<file path="config.mk">
export PLATFORM = sky130hd
export DESIGN_NAME = branch_exec_top
export DESIGN_NICKNAME = d
export VERILOG_FILES = /design/src/common/core_types_pkg.sv /design/src/common/branch_types_pkg.sv /design/src/hdl/branch_issue.sv /design/src/branch_unit/branch_predictor.sv /design/src/branch_unit/branch_alu.sv /design/src/hdl/branch_commit.sv /design/src/hdl/branch_exec_top.sv
export VERILOG_INCLUDE_DIRS = /design/src /design/src/common
export SDC_FILE = /design/constraint.sdc
export NUM_CORES = 1
export LEC_CHECK = 0
export BUFFER_PORTS_ARGS = -buffer_cell sky130_fd_sc_hd__buf_2
export CAP_MARGIN = 30
export CORE_ASPECT_RATIO = 1.4
export CORE_MARGIN = 3
export CORE_UTILIZATION = 45
export CTS_CLUSTER_DIAMETER = 200
export DETAILED_ROUTE_END_ITERATION = 10
export PLACE_DENSITY = 0.68
export RECOVER_POWER = 50
export SYNTH_ARGS = -nofsm -noshare
export SYNTH_HDL_FRONTEND = slang
export SYNTH_SLANG_ARGS = --single-unit
</file>
<file path="constraint.sdc">
create_clock -name clk -period 18.1 [get_ports clk]
set_input_delay 0.905 -clock clk [delete_from_list [all_inputs] [get_ports clk]]
set_output_delay 0.905 -clock clk [all_outputs]
set_load 0.02 [all_outputs]
</file>
<file path="src/common/core_config.svh">
`ifndef CORE_CONFIG_SVH
`define CORE_CONFIG_SVH

// Data path and address width
`define XLEN 32

// Destination register index width
`define REG_ADDR_W 5

// Branch history table, entry count must be a power of two
`define BHT_ENTRIES 16
`define BHT_IDX_W 4

`endif

</file>
<file path="src/common/core_types_pkg.sv">
`include "core_config.svh"

package core_types_pkg;

    // Commands accepted by the branch unit
    // Codes above c_BGEU are illegal
    typedef enum logic [3:0] {
        c_SLT  = 4'd0,
        c_SLTU = 4'd1,
        c_BEQ  = 4'd2,
        c_BNE  = 4'd3,
        c_BLT  = 4'd4,
        c_BGE  = 4'd5,
        c_BLTU = 4'd6,
        c_BGEU = 4'd7
    } alu_cmd_t;

    // One operation as handed over by the issuer
    typedef struct packed {
        alu_cmd_t                   cmd;
        // Compared operands
        logic [`XLEN-1:0]           arg0;
        logic [`XLEN-1:0]           arg1;
        // Branch address and offset
        logic [`XLEN-1:0]           addr;
        logic [`XLEN-1:0]           imm;
        logic [`REG_ADDR_W-1:0]     rd;
    } issue_op_t;

endpackage

</file>
<file path="src/common/branch_types_pkg.sv">
`include "core_config.svh"

package branch_types_pkg;

    // Result handed to the commit side
    typedef struct packed {
        // 0/1 for SLT/SLTU, target address for branches
        logic [`XLEN-1:0]           value;
        logic [`REG_ADDR_W-1:0]     rd;
        logic                       is_branch;
        logic                       taken;
        logic                       mispredict;
        logic                       illegal;
        // Carry out of the target addition
        logic                       overflow;
    } resolved_t;

    // Training request for one predictor counter
    typedef struct packed {
        logic                       valid;
        logic [`BHT_IDX_W-1:0]      idx;
        logic                       taken;
    } bht_update_t;

endpackage

</file>
<file path="src/hdl/branch_issue.sv">
module branch_issue (
    input  logic                      clk,
    input  logic                      rst_n,
    input  logic                      i_issue_req,
    input  core_types_pkg::issue_op_t i_issue_op,
    output logic                      o_issue_ack,
    input  logic                      i_busy,
    output logic                      o_launch,
    output core_types_pkg::issue_op_t o_op
);

    typedef enum logic [1:0] {
        IDLE,
        ACK,
        WAIT_DROP
    } state_t;

    state_t state;

    // Input side of the four-phase handshake
    always_ff @(posedge clk or negedge rst_n) begin
        if (!rst_n) begin
            state       <= IDLE;
            o_issue_ack <= 1'b0;
            o_launch    <= 1'b0;
        end else begin
            case (state)
                IDLE: begin
                    // Hold off while a previous result is still pending
                    if (i_issue_req && !i_busy) begin
                        state       <= ACK;
                        o_issue_ack <= 1'b1;
                        o_launch    <= 1'b1;
                    end
                end
                ACK: begin
                    // Launch lasts a single cycle
                    state    <= WAIT_DROP;
                    o_launch <= 1'b0;
                end
                WAIT_DROP: begin
                    if (!i_issue_req) begin
                        state       <= IDLE;
                        o_issue_ack <= 1'b0;
                    end
                end
                default: begin
                    state       <= IDLE;
                    o_issue_ack <= 1'b0;
                    o_launch    <= 1'b0;
                end
            endcase
        end
    end

    // Keep a private copy, the issuer may change its bus after ack
    always_ff @(posedge clk) begin
        if (state == IDLE && i_issue_req && !i_busy) begin
            o_op <= i_issue_op;
        end
    end

endmodule

</file>
<file path="src/branch_unit/branch_predictor.sv">
`include "core_config.svh"

module branch_predictor (
    input  logic                          clk,
    input  logic                          rst_n,
    input  logic [`XLEN-1:0]              i_addr,
    output logic                          o_predict_taken,
    input  branch_types_pkg::bht_update_t i_update
);

    logic [1:0] counters [`BHT_ENTRIES];
    logic [1:0] cur_cnt;
    logic [1:0] next_cnt;

    // Word aligned index, low two address bits skipped
    assign o_predict_taken = counters[i_addr[`BHT_IDX_W+1:2]][1];

    assign cur_cnt = counters[i_update.idx];

    // Saturating 2-bit counter step
    always_comb begin
        next_cnt = cur_cnt;
        if (i_update.taken) begin
            if (cur_cnt != 2'b11) begin
                next_cnt = cur_cnt + 2'b01;
            end
        end else begin
            if (cur_cnt != 2'b00) begin
                next_cnt = cur_cnt - 2'b01;
            end
        end
    end

    always_ff @(posedge clk or negedge rst_n) begin
        if (!rst_n) begin
            // All entries start weakly not-taken
            for (int i = 0; i < `BHT_ENTRIES; i++) begin
                counters[i] <= 2'b01;
            end
        end else if (i_update.valid) begin
            counters[i_update.idx] <= next_cnt;
        end
    end

endmodule

</file>
<file path="src/branch_unit/branch_alu.sv">
`include "core_config.svh"

module branch_alu (
    input  logic                          clk,
    input  logic                          rst_n,
    input  logic                          i_launch,
    input  core_types_pkg::issue_op_t     i_op,
    input  logic                          i_predict_taken,
    output logic                          o_done,
    output branch_types_pkg::resolved_t   o_res,
    output branch_types_pkg::bht_update_t o_update
);

    logic [`XLEN:0]              target;
    logic                        eq;
    logic                        lt_s;
    logic                        lt_u;
    logic                        cond;
    branch_types_pkg::resolved_t res_d;

    // One extra bit catches the carry of the target addition
    assign target = {1'b0, i_op.addr} + {1'b0, i_op.imm};

    assign eq   = (i_op.arg0 == i_op.arg1);
    assign lt_s = ($signed(i_op.arg0) < $signed(i_op.arg1));
    assign lt_u = (i_op.arg0 < i_op.arg1);

    always_comb begin
        res_d           = '0;
        res_d.rd        = i_op.rd;
        cond            = 1'b0;
        case (i_op.cmd)
            core_types_pkg::c_SLT:  res_d.value = {{(`XLEN-1){1'b0}}, lt_s};
            core_types_pkg::c_SLTU: res_d.value = {{(`XLEN-1){1'b0}}, lt_u};
            core_types_pkg::c_BEQ: begin
                res_d.is_branch = 1'b1;
                cond            = eq;
            end
            core_types_pkg::c_BNE: begin
                res_d.is_branch = 1'b1;
                cond            = !eq;
            end
            core_types_pkg::c_BLT: begin
                res_d.is_branch = 1'b1;
                cond            = lt_s;
            end
            core_types_pkg::c_BGE: begin
                res_d.is_branch = 1'b1;
                cond            = !lt_s;
            end
            core_types_pkg::c_BLTU: begin
                res_d.is_branch = 1'b1;
                cond            = lt_u;
            end
            core_types_pkg::c_BGEU: begin
                res_d.is_branch = 1'b1;
                cond            = !lt_u;
            end
            // Unused codes give a zero value
            default: res_d.illegal = 1'b1;
        endcase

        if (res_d.is_branch) begin
            res_d.value      = target[`XLEN-1:0];
            res_d.overflow   = target[`XLEN];
            res_d.taken      = cond;
            res_d.mispredict = cond ^ i_predict_taken;
        end
    end

    // Done and training leave together, one cycle after launch
    always_ff @(posedge clk or negedge rst_n) begin
        if (!rst_n) begin
            o_done   <= 1'b0;
            o_update <= '0;
        end else begin
            o_done         <= i_launch;
            o_update.valid <= i_launch && res_d.is_branch;
            o_update.idx   <= i_op.addr[`BHT_IDX_W+1:2];
            o_update.taken <= cond;
        end
    end

    always_ff @(posedge clk) begin
        if (i_launch) begin
            o_res <= res_d;
        end
    end

endmodule

</file>
<file path="src/hdl/branch_commit.sv">
module branch_commit (
    input  logic                        clk,
    input  logic                        rst_n,
    input  logic                        i_launch,
    input  logic                        i_done,
    input  branch_types_pkg::resolved_t i_res,
    output logic                        o_busy,
    output logic                        o_commit_req,
    output branch_types_pkg::resolved_t o_commit_res,
    input  logic                        i_commit_ack
);

    typedef enum logic [1:0] {
        IDLE,
        REQ,
        WAIT_DROP
    } state_t;

    state_t state;

    // Output side of the four-phase handshake
    always_ff @(posedge clk or negedge rst_n) begin
        if (!rst_n) begin
            state        <= IDLE;
            o_commit_req <= 1'b0;
            o_busy       <= 1'b0;
        end else begin
            // Busy spans launch through the end of the commit handshake
            if (i_launch) begin
                o_busy <= 1'b1;
            end else if (state == WAIT_DROP && !i_commit_ack) begin
                o_busy <= 1'b0;
            end

            case (state)
                IDLE: begin
                    if (i_done) begin
                        state        <= REQ;
                        o_commit_req <= 1'b1;
                    end
                end
                REQ: begin
                    if (i_commit_ack) begin
                        state        <= WAIT_DROP;
                        o_commit_req <= 1'b0;
                    end
                end
                WAIT_DROP: begin
                    if (!i_commit_ack) begin
                        state <= IDLE;
                    end
                end
                default: begin
                    state        <= IDLE;
                    o_commit_req <= 1'b0;
                end
            endcase
        end
    end

    // Result held stable for the whole request phase
    always_ff @(posedge clk) begin
        if (i_done) begin
            o_commit_res <= i_res;
        end
    end

endmodule

</file>
<file path="src/hdl/branch_exec_top.sv">
module branch_exec_top (
    input  logic                        clk,
    input  logic                        rst_n,
    input  logic                        i_issue_req,
    input  core_types_pkg::issue_op_t   i_issue_op,
    output logic                        o_issue_ack,
    output logic                        o_commit_req,
    output branch_types_pkg::resolved_t o_commit_res,
    input  logic                        i_commit_ack
);

    logic                          busy;
    logic                          launch;
    logic                          done;
    logic                          predict_taken;
    core_types_pkg::issue_op_t     op;
    branch_types_pkg::resolved_t   res;
    branch_types_pkg::bht_update_t update;

    branch_issue u_issue (
        .clk         (clk),
        .rst_n       (rst_n),
        .i_issue_req (i_issue_req),
        .i_issue_op  (i_issue_op),
        .o_issue_ack (o_issue_ack),
        .i_busy      (busy),
        .o_launch    (launch),
        .o_op        (op)
    );

    // Prediction is looked up from the captured branch address
    branch_predictor u_predictor (
        .clk             (clk),
        .rst_n           (rst_n),
        .i_addr          (op.addr),
        .o_predict_taken (predict_taken),
        .i_update        (update)
    );

    branch_alu u_alu (
        .clk             (clk),
        .rst_n           (rst_n),
        .i_launch        (launch),
        .i_op            (op),
        .i_predict_taken (predict_taken),
        .o_done          (done),
        .o_res           (res),
        .o_update        (update)
    );

    branch_commit u_commit (
        .clk          (clk),
        .rst_n        (rst_n),
        .i_launch     (launch),
        .i_done       (done),
        .i_res        (res),
        .o_busy       (busy),
        .o_commit_req (o_commit_req),
        .o_commit_res (o_commit_res),
        .i_commit_ack (i_commit_ack)
    );

endmodule

</file>
Yosys cells after proc, flatten, opt, wreduce, memory -nomap -nowiden
Index checks and enable logic that the tools add are counted.
{"block": "totals", "register_bits": 268, "latchBits": 0, "mem_bits_rw": 0, "romBits": 0, "input_bits": 141, "output_inout_bits": 44, "elab_cells": 134, "mem_count": 0}
{"block": "classes", "n_addsub": 3, "multipliers": 0, "div_mod_pow": 0, "magnitude_cmp": 5, "n_eq_ne": 18, "n_shift": 0, "n_mux": 33, "n_bitwise": 6, "reduce_logical": 23}
{"op": "32-bit < comparator", "n": 2}
{"op": "32-bit by 32-bit adder with 33-bit output", "n": 1}
{"op": "32-bit bitwise mux", "n": 1}
{"op": "32-bit equality test", "n": 1}
{"op": "32-bit two-way mux", "n": 1}
{"op": "2-bit two-way mux", "n": 13}
{"op": "2-bit binary-select mux with 4-bit select", "n": 2}
{"op": "4-bit by 3-bit equality test with 1-bit output, second input constant", "n": 4}
{"op": "2-bit case mux with 3 select lines", "n": 2}
{"op": "5-bit >= comparator, second input constant", "n": 2}
{"op": "2-bit inequality test, second input constant", "n": 5}
{"op": "4-bit NOT with 5-bit output", "n": 2}
{"op": "3-bit AND reduction", "n": 3}
{"op": "2-bit demux with 4-bit select", "n": 1}
{"op": "4-bit by 2-bit equality test with 1-bit output, second input constant", "n": 2}
{"op": "1-bit two-way mux", "n": 8}
{"op": "8-bit OR reduction", "n": 1}
{"op": "1-bit logical AND", "n": 6}
{"op": "1-bit case mux with 3 select lines", "n": 2}
{"op": "1-bit case mux with 6 select lines", "n": 1}
{"op": "6-bit OR reduction", "n": 1}
{"op": "1-bit logical NOT", "n": 5}
{"op": "5-bit by 1-bit < comparator with 1-bit output, second input constant", "n": 1}
{"op": "2-bit by 1-bit equality test with 1-bit output, second input constant", "n": 2}
{"op": "other kinds (12)", "n": 19}

Longest topological paths before layout
Gate-level depths: netlist of the first run.
{"block": "depth", "word_depth": 8, "depth_mapped": 10, "mapped_depth_nobuf": 10}

By module
Synthesis of the first run repeated with hierarchy kept, for this count alone.
{"block": "unflattened", "hier_cells": 822, "area_unflattened_um2": 11845.1}
{"module": "branch_issue", "n_inst": 1, "cells_per_inst": 152, "area_each_um2": 4281.6, "seq_area_each_um2": 4214.0}
{"module": "branch_alu", "n_inst": 1, "cells_per_inst": 447, "area_each_um2": 4157.7, "seq_area_each_um2": 1436.4}
{"module": "branch_predictor", "n_inst": 1, "cells_per_inst": 166, "area_each_um2": 1981.9, "seq_area_each_um2": 820.8}
{"module": "branch_commit", "n_inst": 1, "cells_per_inst": 57, "area_each_um2": 1423.9, "seq_area_each_um2": 1361.3}

Worst setup path after synthesis of the first run
Ideal clock, no wire load.
{"block": "synth_path", "path_type": "input to register", "startpoint": "input i_issue_req", "endpoint": "register u_issue.o_op[0] (netlist bit), enable pin", "setup_ps": 804, "t_arrival_ps": 10302, "required_ps": 17296, "slack_ps": 6994, "path_stages": 2, "path_buffers": 0, "cell_sequence": "nand2_1 > nor3_1"}
{"block": "synth_via", "elab_chain_len": 2}
{"item": "start: declaration", "line_no": "branch_exec_top.sv:4", "text": "input logic i_issue_req,"}
{"item": "1-bit logical AND (2 in series)", "line_no": "branch_issue.sv:58", "text": "if (state == IDLE && i_issue_req && !i_busy) begin"}
{"item": "end signal: assignment", "line_no": "branch_issue.sv:59", "text": "o_op <= i_issue_op;"}
{"item": "end: declaration", "line_no": "branch_issue.sv:9", "text": "output core_types_pkg::issue_op_t o_op"}
Every way passes these cells.
A chain may end at the register's enable or synchronous reset.

Worst setup path after layout of the first run
{"block": "layout_path", "startpoint": "register u_issue.o_op[39] (netlist bit)", "endpoint": "register u_alu.o_res[40] (netlist bit) (data pin)"}
{"block": "layout_via", "elab_chain_len": 2}
{"item": "32-bit by 32-bit adder with 33-bit output", "line_no": "branch_alu.sv:22", "text": "assign target = {1'b0, i_op.addr} + {1'b0, i_op.imm};"}
{"item": "32-bit two-way mux", "line_no": "branch_alu.sv:63", "text": "if (res_d.is_branch) begin"}
{"item": "end signal: assignment", "line_no": "branch_alu.sv:86", "text": "o_res <= res_d;"}
{"item": "end: declaration", "line_no": "branch_alu.sv:10", "text": "output branch_types_pkg::resolved_t o_res,"}
Every way passes these cells.

==> results of run 1 <==
## placed cells by master, fill, tap and decap left out, types with 7 or more instances in the layout
cell,instances
nor3_1,13
o21ai_0,24
o21a_1,7
nand2_1,33
nor2_1,46
dfrtp_1,31
mux4_2,15
nand4_1,12
ha_1,64
buf_2,169
nand2b_1,11
a21o_1,12
a21oi_1,49
mux2_2,33
clkbuf_16,27
a211oi_1,9
xnor2_1,13
edfxtp_1,221
dfstp_2,16
inv_1,53
clkbuf_1,21
nand3_1,19
and3_1,7
## cell families after synthesis
kind of cell	Yosys count	synth area share
muxes	53	0.0653
buffers and inverters	69	0.0237
and+or+nand+nor	177	0.0763
DFF	268	0.673
AOI/OAI and AO/OA	138	0.0748
adders and majority gates	67	0.0725
xor gates and xnor gates	19	0.0143
## cell type report
type | count | share of cell area
multi-input combinational | 454 | 0.256
sequential | 268 | 0.567
inverter | 54 | 0.0147
timing repair buffer | 189 | 0.0672
clock inverter | 17 | 0.0149
tap | 319 | 0.0289
clock buffer | 32 | 0.0517
## layer usage
metal	up-vias	share of wire
met4	8	0.031
met1	3246	0.37
met2	212	0.52
li1	3410	-
met5	-	0.0016
met3	52	0.078
## sequential cells by signal, summed over array words and instances (netlist names)
name and flops:
u_alu.o_update 6, u_alu.o_res 42, u_issue.o_op 137, u_commit.o_busy 1, u_commit.state 2, u_predictor.counters 32, u_commit.o_commit_req 1, u_alu.o_done 1
u_commit.o_commit_res 42, u_issue.o_launch 1, u_issue.o_issue_ack 1, u_issue.state 2
## power by group
part	switching [mW]	leakage [nW]	internal, mW	total, mW
clock	0.229	0.444	0.341	0.570
sequential	0.0569	2.64	0.861	0.918
combinational	0.242	2.44	0.129	0.370
total	0.528	5.53	1.33	1.86
## worst max-delay path, cell delays in order, from the launching register on
cell and delay (ps):
edfxtp_1 520, ha_1 380, nor2b_1 160, o2111ai_1 280, a21oi_1 180, a31oi_1 700, a21oi_1 130, o41ai_1 360
mux2i_1 130
## through the flow
stage	hold slack, ps	power, mW
2_1_floorplan	389	1.18
3_3_place_gp	400	1.29
3_5_place_dp	405	1.31
4_1_cts	227	1.88
5_1_grt	343	1.96
6_report	321	1.86
## how the worst min path moves through the flow
stage	startpoint	end	slack, ps	cells after the start
finish	rst_n	u_commit.state[0]	320	1
global route	rst_n	u_alu.o_done	340	1
CTS	rst_n	u_commit.state[0]	230	1
detailed placement	u_alu.o_res[20]	u_commit.o_commit_res[20]	400	0
global placement	u_issue.o_op[1]	u_alu.o_res[6]	400	0
floorplan	u_issue.o_op[42]	u_alu.o_update[4]	390	0
==> key figures, run 1 <==
Layout
  – Area of the multi-input gates: 0.00353 mm^2
  – Layout fillers: 2,153
  – Non-Filler Instances: 1,333
  – Flip-flop and latch area: 0.00783 mm^2
  – Area growth, synth to finish: 18.7%
  – Antenna Cells: 0
  – Final core utilization: 0.544
  – Final Cell Area: 0.0138 mm^2
  – Final net count: between 1,000 and 1,500
  – Share of layout cells above drive strength 1: 0.282

Logic synthesis
  – Synth area leader: edfxtp_1
  – Cell area after synthesis: around 0.012 mm^2
  – Sequential element share of the synthesized area: 0.673
  – Number of flops mapped to enable cells by yosys: ~220
  – Async SR Flop Fraction: 0.175
  – Most numerous cell in the Yosys netlist: edfxtp_1
  – Synth Flop Type: edfxtp_1
  – Synth area leaders: edfxtp_1 (57%), ha_1 (6.9%), dfrtp_1 (6.7%)
  – Mean Syn Cell Area: 14.7 um^2
  – Mapped Cells: approximately 790
  – Mapped Nets: 997
  – Library cells used by synthesis: 55
  – Post-synthesis register bit count: 268
  – Synthesis Warnings: 0
  – Share of the synthesized area in the top cell type: 0.570
  – Top cells by count, synth: edfxtp_1 (221), ha_1 (64), inv_1 (53)

Floorplan
  – Die W: 142 um
  – Core area: 0.0254 mm^2
  – Die height: just under 200 um
  – Initial core utilization: 0.458
  – Ports: 185
  – Die Footprint: 0.0279 mm^2
  – Num rows: 69

Clocking
  – Clk_lat worst skew: between 500 and 600 ps
  – TritonCTS clock tree: built
  – Root buf cell: clkbuf_16
  – CTS Buffer Depth: 3
  – Post-CTS Setup Bufs: 0
  – H-tree level count: 1
  – Clock sink count: 268
  – CTS buffer count: 27
  – Hold bufs inserted after CTS: 0
  – Post-CTS Resized: 0
  – Worst-path clk slew: roughly 70 ps

Timing
  – Worst-Margin Slew: 2100 ps
  – FMAX: 323 MHz
  – Clock period minus worst slack: 3100 ps
  – Crit share post-route: 0.171
  – Final hold viol count: 0
  – Setup ws final: 15,000 ps
  – Clock Skews: 13.1 ps
  – RSZ-0062 raised after global routing: no
  – Setup violators final: 0
  – Max_slew headroom: -0.398
  – Setup TNS: 0 ps
  – Final Max Tran Viols: 117

GRT
  – First-pass GRT wire length: 36,100 um
  – GR peak layer: met2
  – GRT Total Usage: 0.162
  – GR Layer Usage met2: 0.285
  – Largest net degree at the start of global routing: 78
  – Initial antenna violation count: 4
  – Number of global-route vias before repair: ~7,100
  – Grt met1 use: 0.191
  – Grt ovf: 0
  – Grt met3 use: 0.0436

Power and ir drop
  – P_leak: 5.53 nW
  – Total power divided by cell area: 134 mW/mm^2
  – Worst vdd ir: a little over 0.00009 V

Setup path
  – Req. time, crit path: 18,360 ps
  – Critical Path Start Type: register
  – Critical Path Source: u_issue.o_op[39]
  – Critical R2R Capture: u_alu.o_res[40]
  – FF-to-FF path depth: 8
  – Worst EP arrival: 3360 ps
  – CP Capture Type: register
  – End of the critical path: u_alu.o_res[40]
  – CP Max Fanout: 7
  – Critical R2R Launch: u_issue.o_op[39]
  – WS Path Type: reg2reg
  – R2r setup slk: around 15,000 ps

Place
  – Post-DP Area: around 0.013 mm^2
  – Routability congestion estimate: slightly above 0.8
  – Placed instance count: 1,283
  – Post-detail-place hpwl: roughly 16,000 um
  – Input/output buffers: ~180
  – Pre-CTS WS: 14,870 ps

Drt
  – DRT Pass-1 Iters: 5
  – Vias: 6,928
  – Antenna Violating Nets Remaining: 0
  – Routed wire length: 22,500 um
  – Drt wl/cell: 16.9 um
  – Starting DRT DRC Count: 264
  – DRC: 0
  – Via density: 5.20

Status
  – Violated checks: capacitance limit, slew limit
  – Outcome: finished, violations left

Worst hold path
  – Hold WC Path Type: in2async

Run
  – Max-cap viol count: 3
No activity file was read; power rests on OpenSTA's default activity.
==> inputs of run 2 (changes only) <==
Settings changed: ABC_AREA set to 1, PLACE_DENSITY 0.68 to 0.7.
Clock period 18.1 ns to 2.7 ns, I/O delays scaled along.
==> key figures, run 2 <==
Logic synthesis
  – Mapped Nets: 1,218 (+22%)
  – Main combinational cell family by area after synthesis: simple AND/OR/NAND/NOR gates
  – Top cells by count, synth: edfxtp_1 (221), nand2_1 (138), inv_1 (131)
  – Synth area leaders: edfxtp_1 (56%), ha_1 (6.8%), dfrtp_1 (6.6%)
  – Synth Area in Simple Gates: 0.111 (+0.0350)
  – Mux cell area share after synthesis: 0 (-0.0653)
  – Mapped Cells: 1,012 (+28%)
  – Library cells used by synthesis: 40 (-27%)
  – Sequential element share of the synthesized area: 0.663 (-0.0105)
  – Async SR Flop Fraction: 0.175 (unchanged)
  – Mean Syn Cell Area: 11.7 um^2 (-21%)
  – Number of flops mapped to enable cells by yosys: 221 (unchanged)
  – Cell area after synthesis: 0.0118 mm^2 (+1.6%)
  – Share of the synthesized area in the top cell type: 0.561 (-0.00893)
  – Xor/xnor share of the synthesized area: 0.000741 (-0.0136)
  – Synth Flop Type: edfxtp_1
  – Synthesis Warnings: 0 (unchanged)
  – Post-synthesis register bit count: 268 (unchanged)
  – Synth area leader: edfxtp_1
  – Most numerous cell in the Yosys netlist: edfxtp_1
  – Synth Area in Compound Gates: 0.109 (+0.0344)
  – Fraction of the mapped netlist area in adder cells: 0.0694 (-0.00304)

Layout
  – Largest reg by FF count: u_issue.o_op
  – Final net count: 1,571 (+31%)
  – Most frequent cells in the layout: edfxtp_1 (221), dlygate4sd3_1 (140), buf_2 (140), nand2_1 (138), inv_1 (130)
  – Top flop regs: u_issue.o_op x137, u_alu.o_res x42, u_commit.o_commit_res x42
  – Layout fillers: 1,992 (-7.5%)
  – Share of layout cells above drive strength 1: 0.175 (-0.107)
  – Non-Filler Instances: 1,705 (+28%)
  – Commonest non-fill, non-tap cell in the layout: edfxtp_1
  – Area growth, synth to finish: 30.4%
  – Max reg flops: 137 (unchanged)
  – Final core utilization: 0.601 (+0.0569)

Power and ir drop
  – Worst vdd ir: 0.000560 V (+500%)
  – Total power divided by cell area: 551 mW/mm^2 (+310%)
  – Switching Share: 0.193 (-0.0910)
  – P_sw: 1.64 mW (+210%)
  – Power share of the clock group: 0.431 (+0.124)
  – Comb power frac: 0.041 (-0.158)
  – P_leak: 6.52 nW (+18%)
  – Cell-internal power: 6.86 mW (+420%)
  – Total Power: 8.50 mW (+360%)
  – Reg power frac: 0.528 (+0.034)

Timing
  – Clock period minus worst slack: 2500 ps (-592 ps)
  – Worst-Margin Slew: 1470 ps (-631 ps)
  – FMAX: 399 MHz (+24%)
  – Setup violators final: 0 (unchanged)
  – Final hold slack: 284 ps (-37.9 ps)
  – RSZ-0062 raised after global routing: no
  – Crit share post-route: 0.928 (+0.756)
  – Final Max Tran Viols: 0 (-100%)
  – Final hold viol count: 0 (unchanged)
  – Clock Skews: 34.0 ps (+21.0 ps)
  – Max_slew headroom: 0.0221 (+0.420)

Clocking
  – Post-CTS Setup Bufs: 0 (unchanged)
  – Clock sink count: 268 (unchanged)
  – Worst-path clk slew: 70 ps (about the same)
  – CTS buffer count: 26 (-3.7%)
  – Hold bufs inserted after CTS: 140 (+140)
  – Root buf cell: clkbuf_16
  – H-tree level count: 1 (unchanged)
  – CTS Buffer Depth: 3 (unchanged)
  – Clk_lat worst skew: 550 ps (+30 ps)
  – Post-CTS Resized: 0 (unchanged)
  – TritonCTS clock tree: built

Setup path
  – Critical Path Start Type: register
  – WS Path Type: reg2reg
  – Req. time, crit path: 3060 ps (-15,300 ps)
  – End of the critical path: u_alu.o_res[35]
  – Critical Path Source: u_issue.o_op[13]
  – Critical R2R Launch: u_issue.o_op[13]
  – Critical R2R Capture: u_alu.o_res[35]
  – Worst EP arrival: 2860 ps (-500 ps)
  – FF-to-FF path depth: 8 (unchanged)
  – R2r setup slk: 200 ps (-14,810 ps)
  – CP Capture Type: register
  – CP Max Fanout: 5 (-2)

Floorplan
  – Die height: 198 um (+0.77%)
  – Initial core utilization: 0.461 (+0.00259)
  – Die W: 143 um (+0.76%)
  – Num rows: 69 (unchanged)
  – Core area: 0.0256 mm^2 (+1.0%)
  – Die Footprint: 0.0283 mm^2 (+1.5%)
  – Ports: 185 (unchanged)

GRT
  – First-pass GRT wire length: 44,200 um (+22%)
  – GRT Total Usage: 0.196 (+0.0334)
  – Number of global-route vias before repair: 8,937 (+26%)
  – Grt ovf: 0 (unchanged)
  – Initial antenna violation count: 2 (-2)
  – Largest net degree at the start of global routing: 70 (-10%)

Worst hold path
  – Hold WC Path Type: in2reg

Drt
  – DRC: 0 (unchanged)
  – Routed wire length: 27,500 um (+23%)
  – Starting DRT DRC Count: 429 (+63%)
  – Via density: 5.00 (-3.7%)
  – Drt wl/cell: 16.2 um (-4.2%)
  – Vias: 8,531 (+23%)
  – DRT Pass-1 Iters: 5 (unchanged)
  – Antenna Violating Nets Remaining: 0 (unchanged)

Place
  – Routability congestion estimate: 0.924 (+14%)
  – Placed instance count: 1,516 (+18%)
  – Input/output buffers: 184 (unchanged)
  – Post-detail-place hpwl: 18,800 um (+14%)

Run
  – Max-cap viol count: 0 (-3)

Status
  – Outcome: completed
run 2: cell types whose count changed after synthesis, moves of 15 or more:
cell	delta
mux4_2	-15
nand2_1	+105
mux2_2	-33
o21ai_0	+37
nor2_1	+60
inv_1	+78
nand3_1	+15
a21oi_1	+44
run 2: worst min-delay path by stage:
stage                                from                     to  slack (ps)  depth (start not counted)
after CTS                           rst_n  u_commit.o_commit_req         150                          2
after detailed placement            rst_n  u_commit.o_commit_req         180                          1
after global routing       i_issue_op[85]       u_issue.o_op[85]         290                          2
after floorplan                     rst_n           u_alu.o_done        -160                          0
final                     i_issue_op[123]      u_issue.o_op[123]         280                          2
after global placement              rst_n  u_commit.o_commit_req         190                          1
run 2: final cells by class:
| cell class | count | area (um^2) | area share |
|---|---|---|---|
| timing repair buffer | 333 | 2350 | 0.153 |
| clock inverter | 12 | 125 | 0.00812 |
| sequential | 268 | 7830 | 0.508 |
| clock buffer | 35 | 757 | 0.0491 |
| inverter | 134 | 504 | 0.0327 |
| multi-input combinational | 602 | 3440 | 0.223 |
| antenna | 2 | 5.00 | 0.000325 |
| tap | 319 | 399 | 0.0259 |
run 2: power by group through the flow:
stage | Combinational, mW | Clock, mW | Sequential [mW]
after detailed placement | 0.185 | 0 | 4.57
after global placement | 0.179 | 0 | 4.57
after floorplan | 0.0393 | 0 | 4.58
final | 0.347 | 3.66 | 4.49
after CTS | 0.343 | 3.74 | 4.49
after global routing | 0.378 | 3.93 | 4.49
run 2: layer usage:
metal  part of all wire  up-vias  wire length (um)  GRT usage
li1                   -     4248                 -          -
met1               0.39     3954             10700      0.231
met2               0.52      253             14500      0.356
met3              0.047       76              1300     0.0307
met4              0.040        0              1110     0.0757
met5                  0        -                 0          0
run 2: worst max-delay path: stages, from the launching register on:
cell and delay [ps]:
edfxtp_1 370, ha_1 390, nand2_1 130, o21ai_0 340, a21oi_1 180, o211ai_1 370
a21oi_1 150, or2_1 230, a21oi_1 160
run 2: per-stage QoR:
stage / worst slack [ps] / setup TNS, ps / area [um^2]
final: 196 / 0 / 15400
after global routing: 75.5 / 0 / 15400
after CTS: 285 / 0 / 15500
after detailed placement: 337 / 0 / 13200
after global placement: 355 / 0 / 13200
after floorplan: -201 / -27560 / 11800
run 2: logic make-up (layout without fill, tap and decap cells):
family          after synthesis  count (layout)
simple gates                313             313
compound gates              223             223
buf+inv                     142             514
flops                       268             268
fa+ha+maj                    65              65
other cells                   0               2
xor+xnor                      1               1
==> inputs of run 3 (changes only) <==
Settings changed: ABC_AREA 1 to 0, CORE_UTILIZATION 45 to 40, PLACE_DENSITY 0.7 to 0.64.
==> key figures, run 3 (synthesis gave the netlist of run 1 again) <==
Layout
  – Most frequent cells in the layout: edfxtp_1 (221), dlygate4sd3_1 (141), buf_2 (126), clkbuf_1 (66), ha_1 (64)
  – Max reg flops: 137 (unchanged)
  – Final core utilization: 0.539 (-0.0626)
  – Final net count: 1,363 (-13%)
  – Share of layout cells above drive strength 1: 0.224 (+0.0490)
  – Final Cell Area: 0.0153 mm^2 (-0.44%)
  – Top flop regs: u_issue.o_op x137, u_alu.o_res x42, u_commit.o_commit_res x42
  – Largest reg by FF count: u_issue.o_op
  – Layout fillers: 2,315 (+16%)
  – Commonest non-fill, non-tap cell in the layout: edfxtp_1
  – Area growth, synth to finish: 31.9%

Clocking
  – Worst-path clk slew: 60 ps (about the same)
  – CTS buffer count: 26 (unchanged)
  – Clk_lat worst skew: 540 ps (about the same)
  – Clock sink count: 268 (unchanged)
  – H-tree level count: 1 (unchanged)
  – Root buf cell: clkbuf_16
  – CTS Buffer Depth: 3 (unchanged)
  – TritonCTS clock tree: built

Setup path
  – End of the critical path: u_alu.o_res[2]
  – FF-to-FF path depth: 9 (+1)
  – Crit path max-delay cell type: edfxtp_1
  – CP cell instances: ha_1 > nand4_1 > nor4_2 > buf_4 > nand2_1 > xnor2_1 > a32oi_1 > nand3_1 > mux2i_1
  – Critical Path Start Type: register
  – Max incr delay on CP: 370 ps (-20 ps)
  – CP Max Fanout: 4 (-1)
  – CP Capture Type: register
  – WS Path Type: reg2reg
  – Critical R2R Launch: u_issue.o_op[128]
  – Critical R2R Capture: u_alu.o_res[2]
  – Req. time, crit path: 2980 ps (-80 ps)
  – Worst EP arrival: 2930 ps (+70 ps)
  – Critical Path Source: u_issue.o_op[128]
  – R2r setup slk: 50 ps (-140 ps)

Power and ir drop
  – Comb power frac: 0.220 (+0.179)
  – P_sw: 3.62 mW (+120%)
  – Switching Share: 0.296 (+0.103)
  – Reg power frac: 0.509 (-0.019)
  – P_leak: 6.05 nW (-7.2%)
  – Cell-internal power: 8.59 mW (+25%)
  – Total power divided by cell area: 795 mW/mm^2 (+44%)
  – Worst vdd ir: 0.000538 V (-3.9%)
  – Power share of the clock group: 0.271 (-0.160)

Drt
  – Starting DRT DRC Count: 322 (-25%)
  – Antenna Violating Nets Remaining: 0 (unchanged)
  – Via density: 4.95 (-1.0%)
  – Drt wl/cell: 17.1 um (+5.7%)
  – Routed wire length: 26,500 um (-3.8%)
  – DRT Pass-1 Iters: 5 (unchanged)
  – Vias: 7,682 (-10%)
  – DRC: 0 (unchanged)

Floorplan
  – Core area: 0.0285 mm^2 (+11%)
  – Ports: 185 (unchanged)
  – Initial core utilization: 0.408 (-0.0527)
  – Num rows: 73 (+5.8%)
  – Die height: 208 um (+5.1%)
  – Die Footprint: 0.0312 mm^2 (+10%)
  – Die W: 150 um (+5.0%)

Timing
  – Setup TNS: 0 ps (unchanged)
  – Final Max Tran Viols: 39 (+39)
  – FMAX: 378 MHz (-5.4%)
  – Crit share post-route: 0.981 (+0.0533)
  – Worst-Margin Slew: 2010 ps (+540 ps)
  – Final hold viol count: 0 (unchanged)
  – Clock period minus worst slack: 2650 ps (+144 ps)
  – Max_slew headroom: -0.338 (-0.360)
  – Setup violators final: 0 (unchanged)
  – Final hold slack: 299 ps (+15.6 ps)
  – Clock Skews: 15.0 ps (-19.1 ps)

GRT
  – GR Layer Usage met2: 0.312 (-0.0440)
  – Grt met1 use: 0.198 (-0.0335)
  – GRT Total Usage: 0.171 (-0.0248)
  – Largest net degree at the start of global routing: 86 (+23%)
  – Number of global-route vias before repair: 8,211 (-8.1%)
  – First-pass GRT wire length: 42,300 um (-4.2%)
  – Initial antenna violation count: 1 (-1)
  – Grt ovf: 0 (unchanged)
  – GR peak layer: met2
  – Grt met3 use: 0.0306 (-0.000109)

Place
  – Routability congestion estimate: 0.827 (-10%)
  – Post-detail-place hpwl: 17,800 um (-5.5%)
  – Post-DP Area: 0.0132 mm^2 (about the same)
  – Input/output buffers: 184 (unchanged)

Status
  – Outcome: finished, violations left
  – Violated checks: capacitance limit, slew limit

Worst hold path
  – Hold WC Path Type: in2reg
  – Hold path depth: 2 (unchanged)

Run
  – Max-cap viol count: 1 (+1)
run 3: cell types whose count changed in the layout (fill, tap and decap cells not counted), sizes merged, moves of 13 or more:
cell	before	now
nor2	107	46
a21oi	93	49
xnor2	0	13
nand3	34	19
mux4	0	15
clkbuf	82	96
nand2	154	33
o21ai	77	24
inv	133	53
mux2	0	33
run 3: what timing repair did:
item,in CTS,in global routing
gates resized for setup,0,10
hold endpoints to repair,174,0
hold buffers,141,0
buffers inserted,0,0
setup endpoints to repair,0,13
run 3: worst max-delay path, delay by kind of cell, from the launching register on:
family          cells  cell delay [ps]
compound gates      1              250
xor+xnor            1              140
simple gates        4              960
buf+inv             1              180
flops               1              370
mux                 1              170
fa+ha+maj           1              330
run 3: layer usage:
metal	vias to the layer above	part of all wire
met2	215	0.54
met4	0	0.029
li1	3738	-
met3	46	0.055
met1	3683	0.38
met5	-	0
run 3: how the worst min path moves through the flow:
stage,slack (ps),endpoint,start
final,300,u_issue.o_op[95],i_issue_op[95]
after global routing,290,u_issue.o_op[52],i_issue_op[52]
after CTS,220,u_alu.o_update[5],rst_n
after detailed placement,10,u_commit.state[1],rst_n
after global placement,20,u_commit.o_commit_req,rst_n
after floorplan,-160,u_alu.o_done,rst_n
run 3: stage by stage:
| stage | worst slack (ps) | instances | power [mW] |
|---|---|---|---|
| after global routing | -121 | 1551 | 12.9 |
| after detailed placement | 26.9 | 1363 | 8.91 |
| final | 51.8 | 1551 | 12.2 |
| after global placement | 66.3 | 1363 | 8.84 |
| after floorplan | -1540 | 791 | 7.84 |
| after CTS | 16.6 | 1550 | 12.4 |
run 3: final cells by class:
class / instances / area [um^2] / area share
Antenna cell: 1 / 2.50 / 0.000163
Clock buffer: 34 / 702 / 0.0457
Clock inverter: 12 / 60.1 / 0.00391
Inverter: 54 / 203 / 0.0132
Multi-Input combinational cell: 454 / 3580 / 0.234
Sequential cell: 268 / 7830 / 0.510
Tap cell: 375 / 469 / 0.0306
Timing Repair Buffer: 353 / 2500 / 0.163
run 3: power groups by stage:
| stage | clock (mW) | sequential, mW | combinational, mW |
|---|---|---|---|
| floorplan | 0 | 6.66 | 1.18 |
| global placement | 0 | 6.28 | 2.56 |
| detailed placement | 0 | 6.31 | 2.59 |
| CTS | 3.41 | 6.23 | 2.76 |
| global route | 3.59 | 6.32 | 2.97 |
| finish | 3.31 | 6.21 | 2.68 |
